[config.mk]
export PLATFORM = sky130hd
export DESIGN_NAME = rvPipe
export DESIGN_NICKNAME = d
export VERILOG_FILES = /design/src/rvIsaPkg.sv /design/src/rvCorePkg.sv /design/src/fetchStage.sv /design/src/regFile.sv /design/src/decodeStage.sv /design/src/executeStage.sv /design/src/memWbStage.sv /design/src/rvPipe.sv
export SDC_FILE = /design/constraint.sdc
export NUM_CORES = 2
export LEC_CHECK = 0
export BUFFER_PORTS_ARGS = -buffer_cell sky130_fd_sc_hd__buf_4
export CAP_MARGIN = 10
export CORE_MARGIN = 3
export CORE_UTILIZATION = 45
export CTS_CLUSTER_DIAMETER = 50
export CTS_CLUSTER_SIZE = 16
export DETAILED_ROUTE_END_ITERATION = 7
export SLEW_MARGIN = 0
export SYNTH_ARGS = -nofsm -noshare
export SYNTH_HDL_FRONTEND = slang
export SYNTH_HIERARCHICAL = 1
export SYNTH_SLANG_ARGS = --single-unit
[constraint.sdc]
create_clock -name clk -period 14 [get_ports clk]
set_clock_uncertainty 0.05 [all_clocks]
set_input_delay 2.8 -clock clk [delete_from_list [all_inputs] [get_ports clk]]
set_output_delay 2.8 -clock clk [all_outputs]
set_load 0.02 [all_outputs]
[src/rvIsaPkg.sv]
/* RV32I encoding facts used by the pipeline: field positions, opcodes,
   funct codes and the NOP word */
package rvIsaPkg;

    typedef logic [31:0] word_t;
    typedef logic [31:0] addr_t;
    typedef logic [31:0] instr_t;
    typedef logic [4:0]  regAddr_t;

    // major opcodes, bits [6:0]
    localparam logic [6:0] OPCODE_OP     = 7'b0110011;
    localparam logic [6:0] OPCODE_OP_IMM = 7'b0010011;
    localparam logic [6:0] OPCODE_STORE  = 7'b0100011;

    localparam logic [2:0] F3_ADD = 3'b000; // also SUB with F7_SUB
    localparam logic [2:0] F3_SLT = 3'b010;
    localparam logic [2:0] F3_XOR = 3'b100;
    localparam logic [2:0] F3_OR  = 3'b110;
    localparam logic [2:0] F3_AND = 3'b111;
    localparam logic [2:0] F3_SW  = 3'b010;

    localparam logic [6:0] F7_SUB = 7'b0100000;

    // field start bits
    localparam int RD_LSB     = 7;
    localparam int FUNCT3_LSB = 12;
    localparam int RS1_LSB    = 15;
    localparam int RS2_LSB    = 20;
    localparam int FUNCT7_LSB = 25;

    localparam instr_t NOP_INSTR = 32'h0000_0013; // addi x0, x0, 0

endpackage

[src/rvCorePkg.sv]
/* Core-internal codes: ALU operations, forwarding selects and PC constants */
package rvCorePkg;

    typedef logic [2:0] aluOp_t;

    localparam aluOp_t ALU_ADD = 3'd0;
    localparam aluOp_t ALU_SUB = 3'd1;
    localparam aluOp_t ALU_AND = 3'd2;
    localparam aluOp_t ALU_OR  = 3'd3;
    localparam aluOp_t ALU_XOR = 3'd4;
    localparam aluOp_t ALU_SLT = 3'd5; // signed compare

    // where an EX operand comes from
    typedef logic [1:0] fwdSel_t;

    localparam fwdSel_t FWD_RF  = 2'd0; // value read in decode
    localparam fwdSel_t FWD_WB  = 2'd1; // MEM/WB result
    localparam fwdSel_t FWD_MEM = 2'd2; // EX/MEM result

    localparam rvIsaPkg::addr_t PC_STEP  = 32'd4;
    localparam rvIsaPkg::addr_t RESET_PC = 32'd0;

endpackage

[src/fetchStage.sv]
/* Fetch stage: program counter and the flag that marks when the
   first fetched word has come back */
`timescale 1ns/10ps

module fetchStage (
    input  logic            clk,
    input  logic            rstN,
    output rvIsaPkg::addr_t pc,
    output logic            idValid
);

    // no stalls or redirects, the PC just walks forward
    always_ff @(posedge clk or negedge rstN) begin
        if (!rstN) begin
            pc <= rvCorePkg::RESET_PC;
        end else begin
            pc <= pc + rvCorePkg::PC_STEP;
        end
    end

    // instruction memory has one cycle of latency,
    // so the word for RESET_PC is not there in the first cycle
    always_ff @(posedge clk or negedge rstN) begin
        if (!rstN) begin
            idValid <= 1'b0;
        end else begin
            idValid <= 1'b1;
        end
    end

endmodule

[src/regFile.sv]
/* Register file, 32 x 32 bit, x0 reads zero, writes pass through to
   reads in the same cycle */
`timescale 1ns/10ps

module regFile (
    input  logic               clk,
    input  logic               rstN,
    input  rvIsaPkg::regAddr_t rs1Addr,
    input  rvIsaPkg::regAddr_t rs2Addr,
    input  rvIsaPkg::regAddr_t wbRd,
    input  rvIsaPkg::word_t    wbResult,
    input  logic               wbRegWrite,
    output rvIsaPkg::word_t    rs1Data,
    output rvIsaPkg::word_t    rs2Data
);

    rvIsaPkg::word_t regs [31:1]; // x0 has no storage

    always_ff @(posedge clk or negedge rstN) begin
        if (!rstN) begin
            for (int i = 1; i < 32; i++) begin
                regs[i] <= '0;
            end
        end else if (wbRegWrite && (wbRd != '0)) begin
            regs[wbRd] <= wbResult;
        end
    end

    // bypass the write in flight
    assign rs1Data = (rs1Addr == '0) ? '0 :
                     (wbRegWrite && (wbRd == rs1Addr)) ? wbResult : regs[rs1Addr];
    assign rs2Data = (rs2Addr == '0) ? '0 :
                     (wbRegWrite && (wbRd == rs2Addr)) ? wbResult : regs[rs2Addr];

endmodule

[src/decodeStage.sv]
/* Decode stage: control decode, immediate build, register read and
   the ID/EX pipeline register */
`timescale 1ns/10ps

module decodeStage (
    input  logic                clk,
    input  logic                rstN,
    input  rvIsaPkg::instr_t    instr,
    input  logic                idValid,
    input  rvIsaPkg::regAddr_t  wbRd,
    input  rvIsaPkg::word_t     wbResult,
    input  logic                wbRegWrite,
    output rvIsaPkg::regAddr_t  exRs1,
    output rvIsaPkg::regAddr_t  exRs2,
    output rvIsaPkg::regAddr_t  exRd,
    output rvIsaPkg::word_t     exRs1Data,
    output rvIsaPkg::word_t     exRs2Data,
    output rvIsaPkg::word_t     exImm,
    output rvCorePkg::aluOp_t   exAluOp,
    output logic                exUseImm,
    output logic                exRegWrite,
    output logic                exStore
);

    rvIsaPkg::instr_t   idInstr;
    rvIsaPkg::regAddr_t rs1Addr, rs2Addr, rd;
    rvIsaPkg::word_t    rs1Data, rs2Data, imm;
    rvCorePkg::aluOp_t  aluOp;
    logic [2:0]         funct3;
    logic [6:0]         funct7;
    logic               useImm, legal, isStore;

    assign idInstr = idValid ? instr : rvIsaPkg::NOP_INSTR; // memory not ready yet
    assign rs1Addr = idInstr[rvIsaPkg::RS1_LSB +: 5];
    assign rs2Addr = idInstr[rvIsaPkg::RS2_LSB +: 5];
    assign rd      = idInstr[rvIsaPkg::RD_LSB +: 5];
    assign funct3  = idInstr[rvIsaPkg::FUNCT3_LSB +: 3];
    assign funct7  = idInstr[rvIsaPkg::FUNCT7_LSB +: 7];

    regFile regFileInst (
        .clk        (clk),
        .rstN       (rstN),
        .rs1Addr    (rs1Addr),
        .rs2Addr    (rs2Addr),
        .wbRd       (wbRd),
        .wbResult   (wbResult),
        .wbRegWrite (wbRegWrite),
        .rs1Data    (rs1Data),
        .rs2Data    (rs2Data)
    );

    always_comb begin
        aluOp   = rvCorePkg::ALU_ADD;
        useImm  = 1'b0;
        legal   = 1'b1;
        isStore = 1'b0;
        imm = {{20{idInstr[31]}}, idInstr[rvIsaPkg::RS2_LSB +: 12]}; // I-type
        case (idInstr[6:0])
            rvIsaPkg::OPCODE_OP, rvIsaPkg::OPCODE_OP_IMM: begin
                useImm = (idInstr[6:0] == rvIsaPkg::OPCODE_OP_IMM);
                case (funct3)
                    rvIsaPkg::F3_ADD: aluOp = rvCorePkg::ALU_ADD;
                    rvIsaPkg::F3_SLT: aluOp = rvCorePkg::ALU_SLT;
                    rvIsaPkg::F3_XOR: aluOp = rvCorePkg::ALU_XOR;
                    rvIsaPkg::F3_OR:  aluOp = rvCorePkg::ALU_OR;
                    rvIsaPkg::F3_AND: aluOp = rvCorePkg::ALU_AND;
                    default:          legal = 1'b0; // shifts, sltu
                endcase
                if (!useImm) begin
                    if ((funct3 == rvIsaPkg::F3_ADD) && (funct7 == rvIsaPkg::F7_SUB)) begin
                        aluOp = rvCorePkg::ALU_SUB;
                    end else if (funct7 != 7'b0) begin
                        legal = 1'b0;
                    end
                end
            end
            rvIsaPkg::OPCODE_STORE: begin
                useImm  = 1'b1; // address = rs1 + S-imm
                isStore = (funct3 == rvIsaPkg::F3_SW);
                legal   = isStore; // byte/half stores dropped
                imm = {{20{idInstr[31]}}, idInstr[rvIsaPkg::FUNCT7_LSB +: 7],
                       idInstr[rvIsaPkg::RD_LSB +: 5]};
            end
            default: legal = 1'b0;
        endcase
    end

    // ID/EX control
    always_ff @(posedge clk or negedge rstN) begin
        if (!rstN) begin
            exAluOp    <= rvCorePkg::ALU_ADD;
            exUseImm   <= 1'b0;
            exRegWrite <= 1'b0;
            exStore    <= 1'b0;
        end else begin
            exAluOp    <= aluOp;
            exUseImm   <= useImm;
            exRegWrite <= legal && !isStore && (rd != '0); // x0 writes dropped here
            exStore    <= legal && isStore;
        end
    end

    // ID/EX payload
    always_ff @(posedge clk) begin
        exRs1     <= rs1Addr;
        exRs2     <= rs2Addr;
        exRd      <= rd;
        exRs1Data <= rs1Data;
        exRs2Data <= rs2Data;
        exImm     <= imm;
    end

endmodule

[src/executeStage.sv]
/* Execute stage: operand forwarding, ALU and the EX/MEM register */
`timescale 1ns/10ps

module executeStage (
    input  logic               clk,
    input  logic               rstN,
    input  rvIsaPkg::regAddr_t exRs1,
    input  rvIsaPkg::regAddr_t exRs2,
    input  rvIsaPkg::regAddr_t exRd,
    input  rvIsaPkg::word_t    exRs1Data,
    input  rvIsaPkg::word_t    exRs2Data,
    input  rvIsaPkg::word_t    exImm,
    input  rvCorePkg::aluOp_t  exAluOp,
    input  logic               exUseImm,
    input  logic               exRegWrite,
    input  logic               exStore,
    input  rvIsaPkg::regAddr_t wbRd,
    input  rvIsaPkg::word_t    wbResult,
    input  logic               wbRegWrite,
    output rvIsaPkg::regAddr_t memRd,
    output rvIsaPkg::word_t    memResult,
    output rvIsaPkg::word_t    memStoreData,
    output logic               memRegWrite,
    output logic               memStore
);

    rvCorePkg::fwdSel_t fwdA, fwdB;
    rvIsaPkg::word_t    opA, rs2Val, opB, aluOut;

    // nearest producer wins
    assign fwdA = (memRegWrite && (memRd == exRs1)) ? rvCorePkg::FWD_MEM :
                  (wbRegWrite && (wbRd == exRs1))   ? rvCorePkg::FWD_WB  : rvCorePkg::FWD_RF;
    assign fwdB = (memRegWrite && (memRd == exRs2)) ? rvCorePkg::FWD_MEM :
                  (wbRegWrite && (wbRd == exRs2))   ? rvCorePkg::FWD_WB  : rvCorePkg::FWD_RF;

    always_comb begin
        case (fwdA)
            rvCorePkg::FWD_MEM: opA = memResult;
            rvCorePkg::FWD_WB:  opA = wbResult;
            default:            opA = exRs1Data;
        endcase
        case (fwdB)
            rvCorePkg::FWD_MEM: rs2Val = memResult;
            rvCorePkg::FWD_WB:  rs2Val = wbResult;
            default:            rs2Val = exRs2Data; // also the store data
        endcase
    end

    assign opB = exUseImm ? exImm : rs2Val;

    always_comb begin
        case (exAluOp)
            rvCorePkg::ALU_SUB: aluOut = opA - opB;
            rvCorePkg::ALU_AND: aluOut = opA & opB;
            rvCorePkg::ALU_OR:  aluOut = opA | opB;
            rvCorePkg::ALU_XOR: aluOut = opA ^ opB;
            rvCorePkg::ALU_SLT: aluOut = {31'b0, $signed(opA) < $signed(opB)};
            default:            aluOut = opA + opB;
        endcase
    end

    always_ff @(posedge clk or negedge rstN) begin
        if (!rstN) begin
            memRegWrite <= 1'b0;
            memStore    <= 1'b0;
        end else begin
            memRegWrite <= exRegWrite;
            memStore    <= exStore;
        end
    end

    always_ff @(posedge clk) begin
        memRd        <= exRd;
        memResult    <= aluOut;
        memStoreData <= rs2Val;
    end

endmodule

[src/memWbStage.sv]
/* Memory stage store port and the MEM/WB register feeding writeback */
`timescale 1ns/10ps

module memWbStage (
    input  logic               clk,
    input  logic               rstN,
    input  rvIsaPkg::regAddr_t memRd,
    input  rvIsaPkg::word_t    memResult,
    input  rvIsaPkg::word_t    memStoreData,
    input  logic               memRegWrite,
    input  logic               memStore,
    output rvIsaPkg::word_t    dMemAddr,
    output rvIsaPkg::word_t    dMemData,
    output logic               dMemWrite,
    output rvIsaPkg::regAddr_t wbRd,
    output rvIsaPkg::word_t    wbResult,
    output logic               wbRegWrite
);

    assign dMemAddr  = memResult;    // rs1 + imm from the ALU
    assign dMemData  = memStoreData;
    assign dMemWrite = memStore;

    always_ff @(posedge clk or negedge rstN) begin
        if (!rstN) begin
            wbRegWrite <= 1'b0;
        end else begin
            wbRegWrite <= memRegWrite;
        end
    end

    always_ff @(posedge clk) begin
        wbRd     <= memRd;
        wbResult <= memResult;
    end

endmodule

[src/rvPipe.sv]
/* Five-stage RV32I pipeline top, register ALU ops and word stores */
`timescale 1ns/10ps

module rvPipe (
    input  logic             clk,
    input  logic             rstN,
    output rvIsaPkg::addr_t  instrAddr,
    input  rvIsaPkg::instr_t instr,
    output rvIsaPkg::word_t  dMemAddr,
    output rvIsaPkg::word_t  dMemData,
    output logic             dMemWrite
);

    rvIsaPkg::addr_t    pc;
    logic               idValid;
    rvIsaPkg::regAddr_t exRs1, exRs2, exRd, memRd, wbRd;
    rvIsaPkg::word_t    exRs1Data, exRs2Data, exImm;
    rvIsaPkg::word_t    memResult, memStoreData, wbResult;
    rvCorePkg::aluOp_t  exAluOp;
    logic               exUseImm, exRegWrite, exStore;
    logic               memRegWrite, memStore, wbRegWrite;

    assign instrAddr = pc;

    fetchStage fetchStageInst (
        .clk     (clk),
        .rstN    (rstN),
        .pc      (pc),
        .idValid (idValid)
    );

    decodeStage decodeStageInst (
        .clk(clk), .rstN(rstN), .instr(instr), .idValid(idValid),
        .wbRd(wbRd), .wbResult(wbResult), .wbRegWrite(wbRegWrite),
        .exRs1(exRs1), .exRs2(exRs2), .exRd(exRd),
        .exRs1Data(exRs1Data), .exRs2Data(exRs2Data), .exImm(exImm),
        .exAluOp(exAluOp), .exUseImm(exUseImm),
        .exRegWrite(exRegWrite), .exStore(exStore)
    );

    executeStage executeStageInst (
        .clk(clk), .rstN(rstN),
        .exRs1(exRs1), .exRs2(exRs2), .exRd(exRd),
        .exRs1Data(exRs1Data), .exRs2Data(exRs2Data), .exImm(exImm),
        .exAluOp(exAluOp), .exUseImm(exUseImm),
        .exRegWrite(exRegWrite), .exStore(exStore),
        .wbRd(wbRd), .wbResult(wbResult), .wbRegWrite(wbRegWrite),
        .memRd(memRd), .memResult(memResult), .memStoreData(memStoreData),
        .memRegWrite(memRegWrite), .memStore(memStore)
    );

    memWbStage memWbStageInst (
        .clk(clk), .rstN(rstN),
        .memRd(memRd), .memResult(memResult), .memStoreData(memStoreData),
        .memRegWrite(memRegWrite), .memStore(memStore),
        .dMemAddr(dMemAddr), .dMemData(dMemData), .dMemWrite(dMemWrite),
        .wbRd(wbRd), .wbResult(wbResult), .wbRegWrite(wbRegWrite)
    );

endmodule

# --- After elaboration in Yosys (flattened, before gate mapping) ---
# Index checks and enable logic that the tools add are counted.
totals:
  input_bits: 34
  word_cells: 136
  out_inout_bits: 97
  register_bits: 1231
classes:
  bitwise_logic: 3
  addsub: 3
  n_reduce_logical: 21
  magnitude_cmp: 5
  n_eq_ne: 23
  muxes: 30
ops:
  columns: ["operator", "count"]
  rows:
  - ["$bwmux 992", 1]
  - ["$bmux 32 s5", 2]
  - ["$mux 32", 7]
  - ["$demux 32 s5", 1]
  - ["$pmux 32 s5", 1]
  - ["$pmux 32 s2", 2]
  - ["$add 32x3->32 const B", 1]
  - ["$add 32x32->32", 1]
  - ["$and 32x32->32", 1]
  - ["$lt 32x32->1", 1]
  - ["$or 32x32->32", 1]
  - ["$sub 32x32->32", 1]
  - ["$xor 32x32->32", 1]
  - ["$eq 5x5->1", 6]
  - ["$eq 7x6->1 const B", 3]
  - ["$lt 5x6->1 const B", 3]
  - ["$eq 3x3->1 const B", 5]
  - ["$logic_and 1x1->1", 12]
  - ["$pmux 3 s4", 1]
  - ["$logic_not 5->1", 2]
  - ["$reduce_bool 5->1", 2]
  - ["$eq 3x2->1 const B", 3]
  - ["$mux 3", 3]
  - ["$eq 7x5->1 const B", 1]
  - ["other kinds (13)", 23]

# --- Longest topological paths before layout ---
logic_depth:
  word_depth: 10
  mapped_depth: 19
  ltp_nobuf: 17

# --- Hierarchy ---
# Netlist, hierarchy kept.
by_module_without_submodules:
  columns: ["module", "instances", "seq_area_each_um2", "area_each_um2", "cells_per_inst"]
  rows:
  - ["regFile", 1, 24823.8, 53650.2, 3560]
  - ["executeStage", 1, 1431.4, 9029.9, 1245]
  - ["decodeStage", 1, 1971.9, 2527.4, 172]
  - ["fetchStage", 1, 775.7, 1392.6, 115]
  - ["memWbStage", 1, 765.7, 1253.7, 103]

# --- Worst setup path after synthesis ---
# Ideal clock, no wire load.
synth_timing:
  kind: "input to register"
  from: "input port instr[21]"
  to: "register decodeStageInst.exRs2Data[10]"
  t_required_ns: 13.831
  arrival_time_ns: 4.741
  slack_ns: 9.090
  setup_time_ns: 0.119
  n_path_buf: 3
  stages: 8
  path_cell_list: "and2_1 -> buf_2 -> buf_2 -> buf_1 -> mux4_2 -> mux4_2 -> nor2b_1 -> o221a_1"
synth_via:
  elab_chain_cells: 4
  elab_cells_between_ends: 7
  cone_classes: "1 x eq/ne; 4 x mux; 2 x reduce/logical"
synth_rtl:
  columns: ["item", "line", "source"]
  rows:
  - ["from (decl)", "rvPipe.sv:8", "input rvIsaPkg::instr_t instr,"]
  - ["$mux 32 *", "decodeStage.sv:33", "assign idInstr = idValid ? instr : rvIsaPkg::NOP_INSTR;"]
  - ["$bmux 32 s5 / $eq 5x5->1 (equally long branches)", "regFile.sv:33", "(wbRegWrite && (wbRd == rs2Addr)) ? wbResult : regs[rs2Addr];"]
  - ["$mux 32 (not written as such) / $logic_and 1x1->1 (equally long branches)", "regFile.sv:33", null]
  - ["$mux 32", "regFile.sv:33", null]
  - ["to (signal assigned)", "decodeStage.sv:109", "exRs2Data <= rs2Data;"]
  - ["to (decl)", "decodeStage.sv:17", "output rvIsaPkg::word_t exRs2Data,"]
# Mark *: on every way between the ends. The rest lies on a longest branch, timed or not. The select of a mux whose other input is x is not followed.
# A chain may end at the register's enable or synchronous reset.

# --- Worst setup path after layout ---
layout_timing:
  from: "register memWbStageInst.wbRd[4]"
  to: "register executeStageInst.memResult[26]"
layout_via:
  elab_chain_cells: 9
  elab_cells_between_ends: 21
  cone_classes: "2 x add/sub; 6 x eq/ne; 8 x mux; 3 x bitwise; 2 x reduce/logical"
layout_rtl:
  columns: ["item", "line", "source"]
  rows:
  - ["from (decl)", "memWbStage.sv:15", "output rvIsaPkg::regAddr_t wbRd,"]
  - ["from (signal assigned)", "memWbStage.sv:33", "wbRd <= memRd;"]
  - ["$eq 5x5->1 *", "executeStage.sv:34", "(wbRegWrite && (wbRd == exRs2)) ? rvCorePkg::FWD_WB : rvCorePkg::FWD_RF;"]
  - ["$logic_and 1x1->1 *", "executeStage.sv:34", null]
  - ["$mux 1 *", "executeStage.sv:34", null]
  - ["$mux 2 *", "executeStage.sv:33", "assign fwdB = (memRegWrite && (memRd == exRs2)) ? rvCorePkg::FWD_MEM :"]
  - ["$eq 2x1->1 / $eq 2x2->1 (equally long branches)", "executeStage.sv:42", "case (fwdB)"]
  - ["$pmux 32 s2 *", "executeStage.sv:42", null]
  - ["net executeStageInst.rs2Val[1]", "executeStage.sv:28", "rvIsaPkg::word_t opA, rs2Val, opB, aluOut;"]
  - ["$mux 32 *", "executeStage.sv:49", "assign opB = exUseImm ? exImm : rs2Val;"]
  - ["$add 32x32->32 / $sub 32x32->32 (equally long branches)", "executeStage.sv:58, executeStage.sv:53", null]
  - ["$pmux 32 s5 *", "executeStage.sv:52", "case (exAluOp)"]
  - ["net executeStageInst.aluOut[26]", "executeStage.sv:28", null]
  - ["to (signal assigned)", "executeStage.sv:74", "memResult <= aluOut;"]
  - ["to (decl)", "executeStage.sv:21", "output rvIsaPkg::word_t memResult,"]
# Mark *: on every way through the listed nets, which the timed path passes. The rest lies on a longest branch.

==> impl_metrics.ini <==
[run_status]
status = finished, final reports clean

[cts]
numCtsBuffers = 135
post_cts_resize_count = 0
insertion_delay_ns = 0.77
clockBufferDepth = 3
cts_tree = built
h-tree-depth = 4
root_buffer = clkbuf_16
cts_hold_buf = 0
postCtsSetupRepairBufs = 0
path_clk_slew_ns = 0.07
numClockSinks = 1229

[global_routing]
grt_overflow = 0
grt_pass1_wl_um = 316000
grt_max_degree = 133
antenna_found_initial = 6
grt_pass1_vias = 46100
grt_usage_pct = 27.0

[sta]
fin_tns_setup_ns = 0
final-hold-violation-count = 0
worstMarginPinSlew_ns = 1.17
setup_violations = 0
post-route-period-util_pct = 45.3
finalCriticalPeriod_ns = 6.34
max_slew_margin_pct = 21.6
timing.fmax_mhz = 158
rsz0062_at_grt = false
slew_viol_final = 0

[min_path]
hold_class = register to register
holdPathStages = 0
min-delay-start = decodeStageInst/exRd[4]
whs_endpoint = executeStageInst/memRd[4]

[placement]
place_hpwl_um = 130000
io_buffers = 128
place_area_mm2 = 0.0699
gp_congestion = 0.969

[synthesis]
avgSynthCellArea_um2 = 13.1
ys_seq_area_share_pct = 43.9
syn-instance-count = 5195
ys_top_cells_by_area = dfrtp_1 38%, mux2_2 18%, mux4_2 16%, dfxtp_1 5.8%, mux2i_1 2.2%
netlist.area_leader.share_pct = 38.1
async_flop_share_pct = 84.0
synth_warnings = 6
synth_edf_count = 0
synth_ff_type = dfrtp_1
netlist_area_mm2 = 0.0679
synth_cell_type_count = 102
ys_ff_latch = 1229
synth_area_leader_cell = dfrtp_1

[die]
die_h_um = 394
ios = 131
fp.dieW_um = 394
rows = 141
core-area_mm2 = 0.149
die_area_mm2 = 0.155
initial_core_util_pct = 45.6

[pwr]
p_switching_w = 0.00207
pwr-share-clk_pct = 47.6
leakagePower_nw = 32.9
swShare_pct = 25.6
max-vdd-ir-drop_uv = 125
seqPwrFrac_pct = 44.5
p_int_w = 0.00603
p_per_area_mw_per_mm2 = 108
combPwrFrac_pct = 7.8

[drt]
vias = 46000
routed_wl_um = 213000
wl_per_cell_um = 29.7
drc = 0
detail-route-antenna-nets = 0
firstDrtPassIters = 6
drtIter0Drc = 4307
via_per_inst = 6.44

[worst_setup_path]
cp-start-kind = register
end_kind = register
r2r_cells = 17
path_class = register to register
r2r_end = executeStageInst/memResult[26]
required_ns = 14.58
arrival_ns = 6.92
path_max_fanout = 32
reg2reg_from = memWbStageInst/wbRd[4]
ff2ff_setup_slack_ns = 7.66

[final_layout]
final_common_cell = mux2_2
fin_area_mm2 = 0.0748
drive_gt1_share_pct = 42.0
area_growth_pct = 10.3
final_util_pct = 50.3
nets = 5173
final_cell_mix = 1088 x mux2_2, 1031 x dfrtp_1, 471 x mux4_2

[job]
maxCapViolCount = 0
cell families (layout without fill, tap and decap cells):
| logic type | count (synthesis) | in the layout | share of synthesized area (%) |
|---|---|---|---|
| other | 2 | 4 | 0.0111 |
| XOR/XNOR | 81 | 81 | 1.05 |
| flip-flops | 1229 | 1229 | 43.9 |
| multiplexers | 1711 | 1711 | 36.0 |
| AND/OR/NAND/NOR | 629 | 629 | 4.65 |
| AO/OA/AOI/OAI | 766 | 766 | 7.90 |
| adder cells (fa/ha/maj) | 100 | 100 | 1.87 |
| buffers and inverters | 677 | 627 | 4.69 |
power groups by stage:
stage / clock network, W / logic (W) / registers (W)
after floorplan: 0 / 0.000383 / 0.00366
after global placement: 0 / 0.000617 / 0.00368
after detailed placement: 0 / 0.000620 / 0.00368
after CTS: 0.00393 / 0.000622 / 0.00361
after global routing: 0.00407 / 0.000678 / 0.00361
final: 0.00386 / 0.000634 / 0.00361
per-layer routing:
layer	global-route usage, %	wire, µm
met1	37.6	90100
met2	41.9	96800
met5	0	0
met3	6.71	19500
met4	8.29	6210
area by class of cell:
type	count	area [µm²]
clock buffer	169	3830
inverter	115	434
antenna	1	2.50
timing repair buffer	268	2110
tap	2002	2500
multi-input combinational	3290	35200
clock inverter	75	997
sequential	1229	29800
fill	12800	73900
state kept, by name, summed over array words and instances (netlist names):
register and count:
fetchStageInst/pc 30, decodeStageInst/exStore 1, decodeStageInst/exRs2Data 32, executeStageInst/memStoreData 32, fetchStageInst/idValid 1, decodeStageInst/exAluOp 3
decodeStageInst/exRs1Data 32, decodeStageInst/exRs2 5, decodeStageInst/exRegWrite 1, executeStageInst/memStore 1, executeStageInst/memResult 32, executeStageInst/memRegWrite 1
decodeStageInst/regFileInst/regs 992, decodeStageInst/exUseImm 1, decodeStageInst/exImm 12, decodeStageInst/exRd 5, memWbStageInst/wbRd 5, memWbStageInst/wbRegWrite 1
memWbStageInst/wbResult 32, decodeStageInst/exRs1 5, executeStageInst/memRd 5
synthesized netlist by cell type (8+ instances only):
| cell type | instances |
|---|---|
| buf_2 | 120 |
| and3_1 | 15 |
| xor2_1 | 34 |
| a21o_1 | 12 |
| o221ai_1 | 9 |
| nor3_1 | 40 |
| mux4_2 | 471 |
| mux2_2 | 1088 |
| buf_1 | 70 |
| and2_1 | 47 |
| a221oi_1 | 39 |
| clkbuf_1 | 253 |
| nor2_1 | 137 |
| o22ai_1 | 26 |
| buf_6 | 12 |
| a32oi_1 | 8 |
| a21oi_1 | 147 |
| inv_1 | 108 |
| dfrtp_1 | 1032 |
| o31ai_1 | 16 |
| o221a_1 | 49 |
| nand3_1 | 38 |
| o21ai_0 | 142 |
| nand4_1 | 12 |
| or3_1 | 24 |
| nor4_1 | 16 |
| dfxtp_1 | 197 |
| o21ai_1 | 34 |
| a31oi_1 | 16 |
| mux2i_1 | 146 |
| a22o_1 | 47 |
| a211oi_1 | 18 |
| buf_4 | 107 |
| a22oi_1 | 70 |
| nand2b_1 | 16 |
| o211ai_1 | 58 |
| nor2b_1 | 44 |
| ha_1 | 98 |
| nand2_1 | 196 |
| xnor2_1 | 47 |
metrics by stage:
step                instances  total power (W)  hold WS [ns]  setup WS [ns]
detailed placement       6902          0.00430         0.263           6.84
CTS                      7146          0.00816         0.280           7.67
global placement         6902          0.00430         0.262           6.87
global route             7148          0.00835         0.284           7.38
finish                   7149          0.00810         0.278           7.66
floorplan                5196          0.00404         0.260           9.09
worst max-delay path by stage:
stage / from / to / slack [ns] / cells after the start
2_1_floorplan: instr[21] / decodeStageInst/exRs2Data[10] / 9.09 / 8
3_3_place_gp: instr[20] / decodeStageInst/exRs2Data[23] / 6.87 / 9
3_5_place_dp: instr[20] / decodeStageInst/exRs2Data[20] / 6.84 / 9
4_1_cts: instr[20] / decodeStageInst/exRs2Data[20] / 7.67 / 9
5_1_grt: memWbStageInst/wbRd[2] / executeStageInst/memResult[26] / 7.38 / 17
6_report: memWbStageInst/wbRd[4] / executeStageInst/memResult[26] / 7.66 / 17
worst max-delay path: stages (launching register included):
cell	delay (ns)
dfxtp_1	0.81
xor2_1	0.14
nor4_1	0.29
and3_2	0.21
buf_4	0.51
mux2i_1	0.16
o21ai_0	0.37
mux2_2	0.25
inv_1	0.10
fa_1	0.45
nor2b_1	0.16
o31ai_1	0.56
o21ai_2	0.24
o31ai_1	0.73
o21ai_2	0.27
a21boi_1	0.54
a31o_2	0.26
a21oi_1	0.06
(Power assumes the default switching activity.)
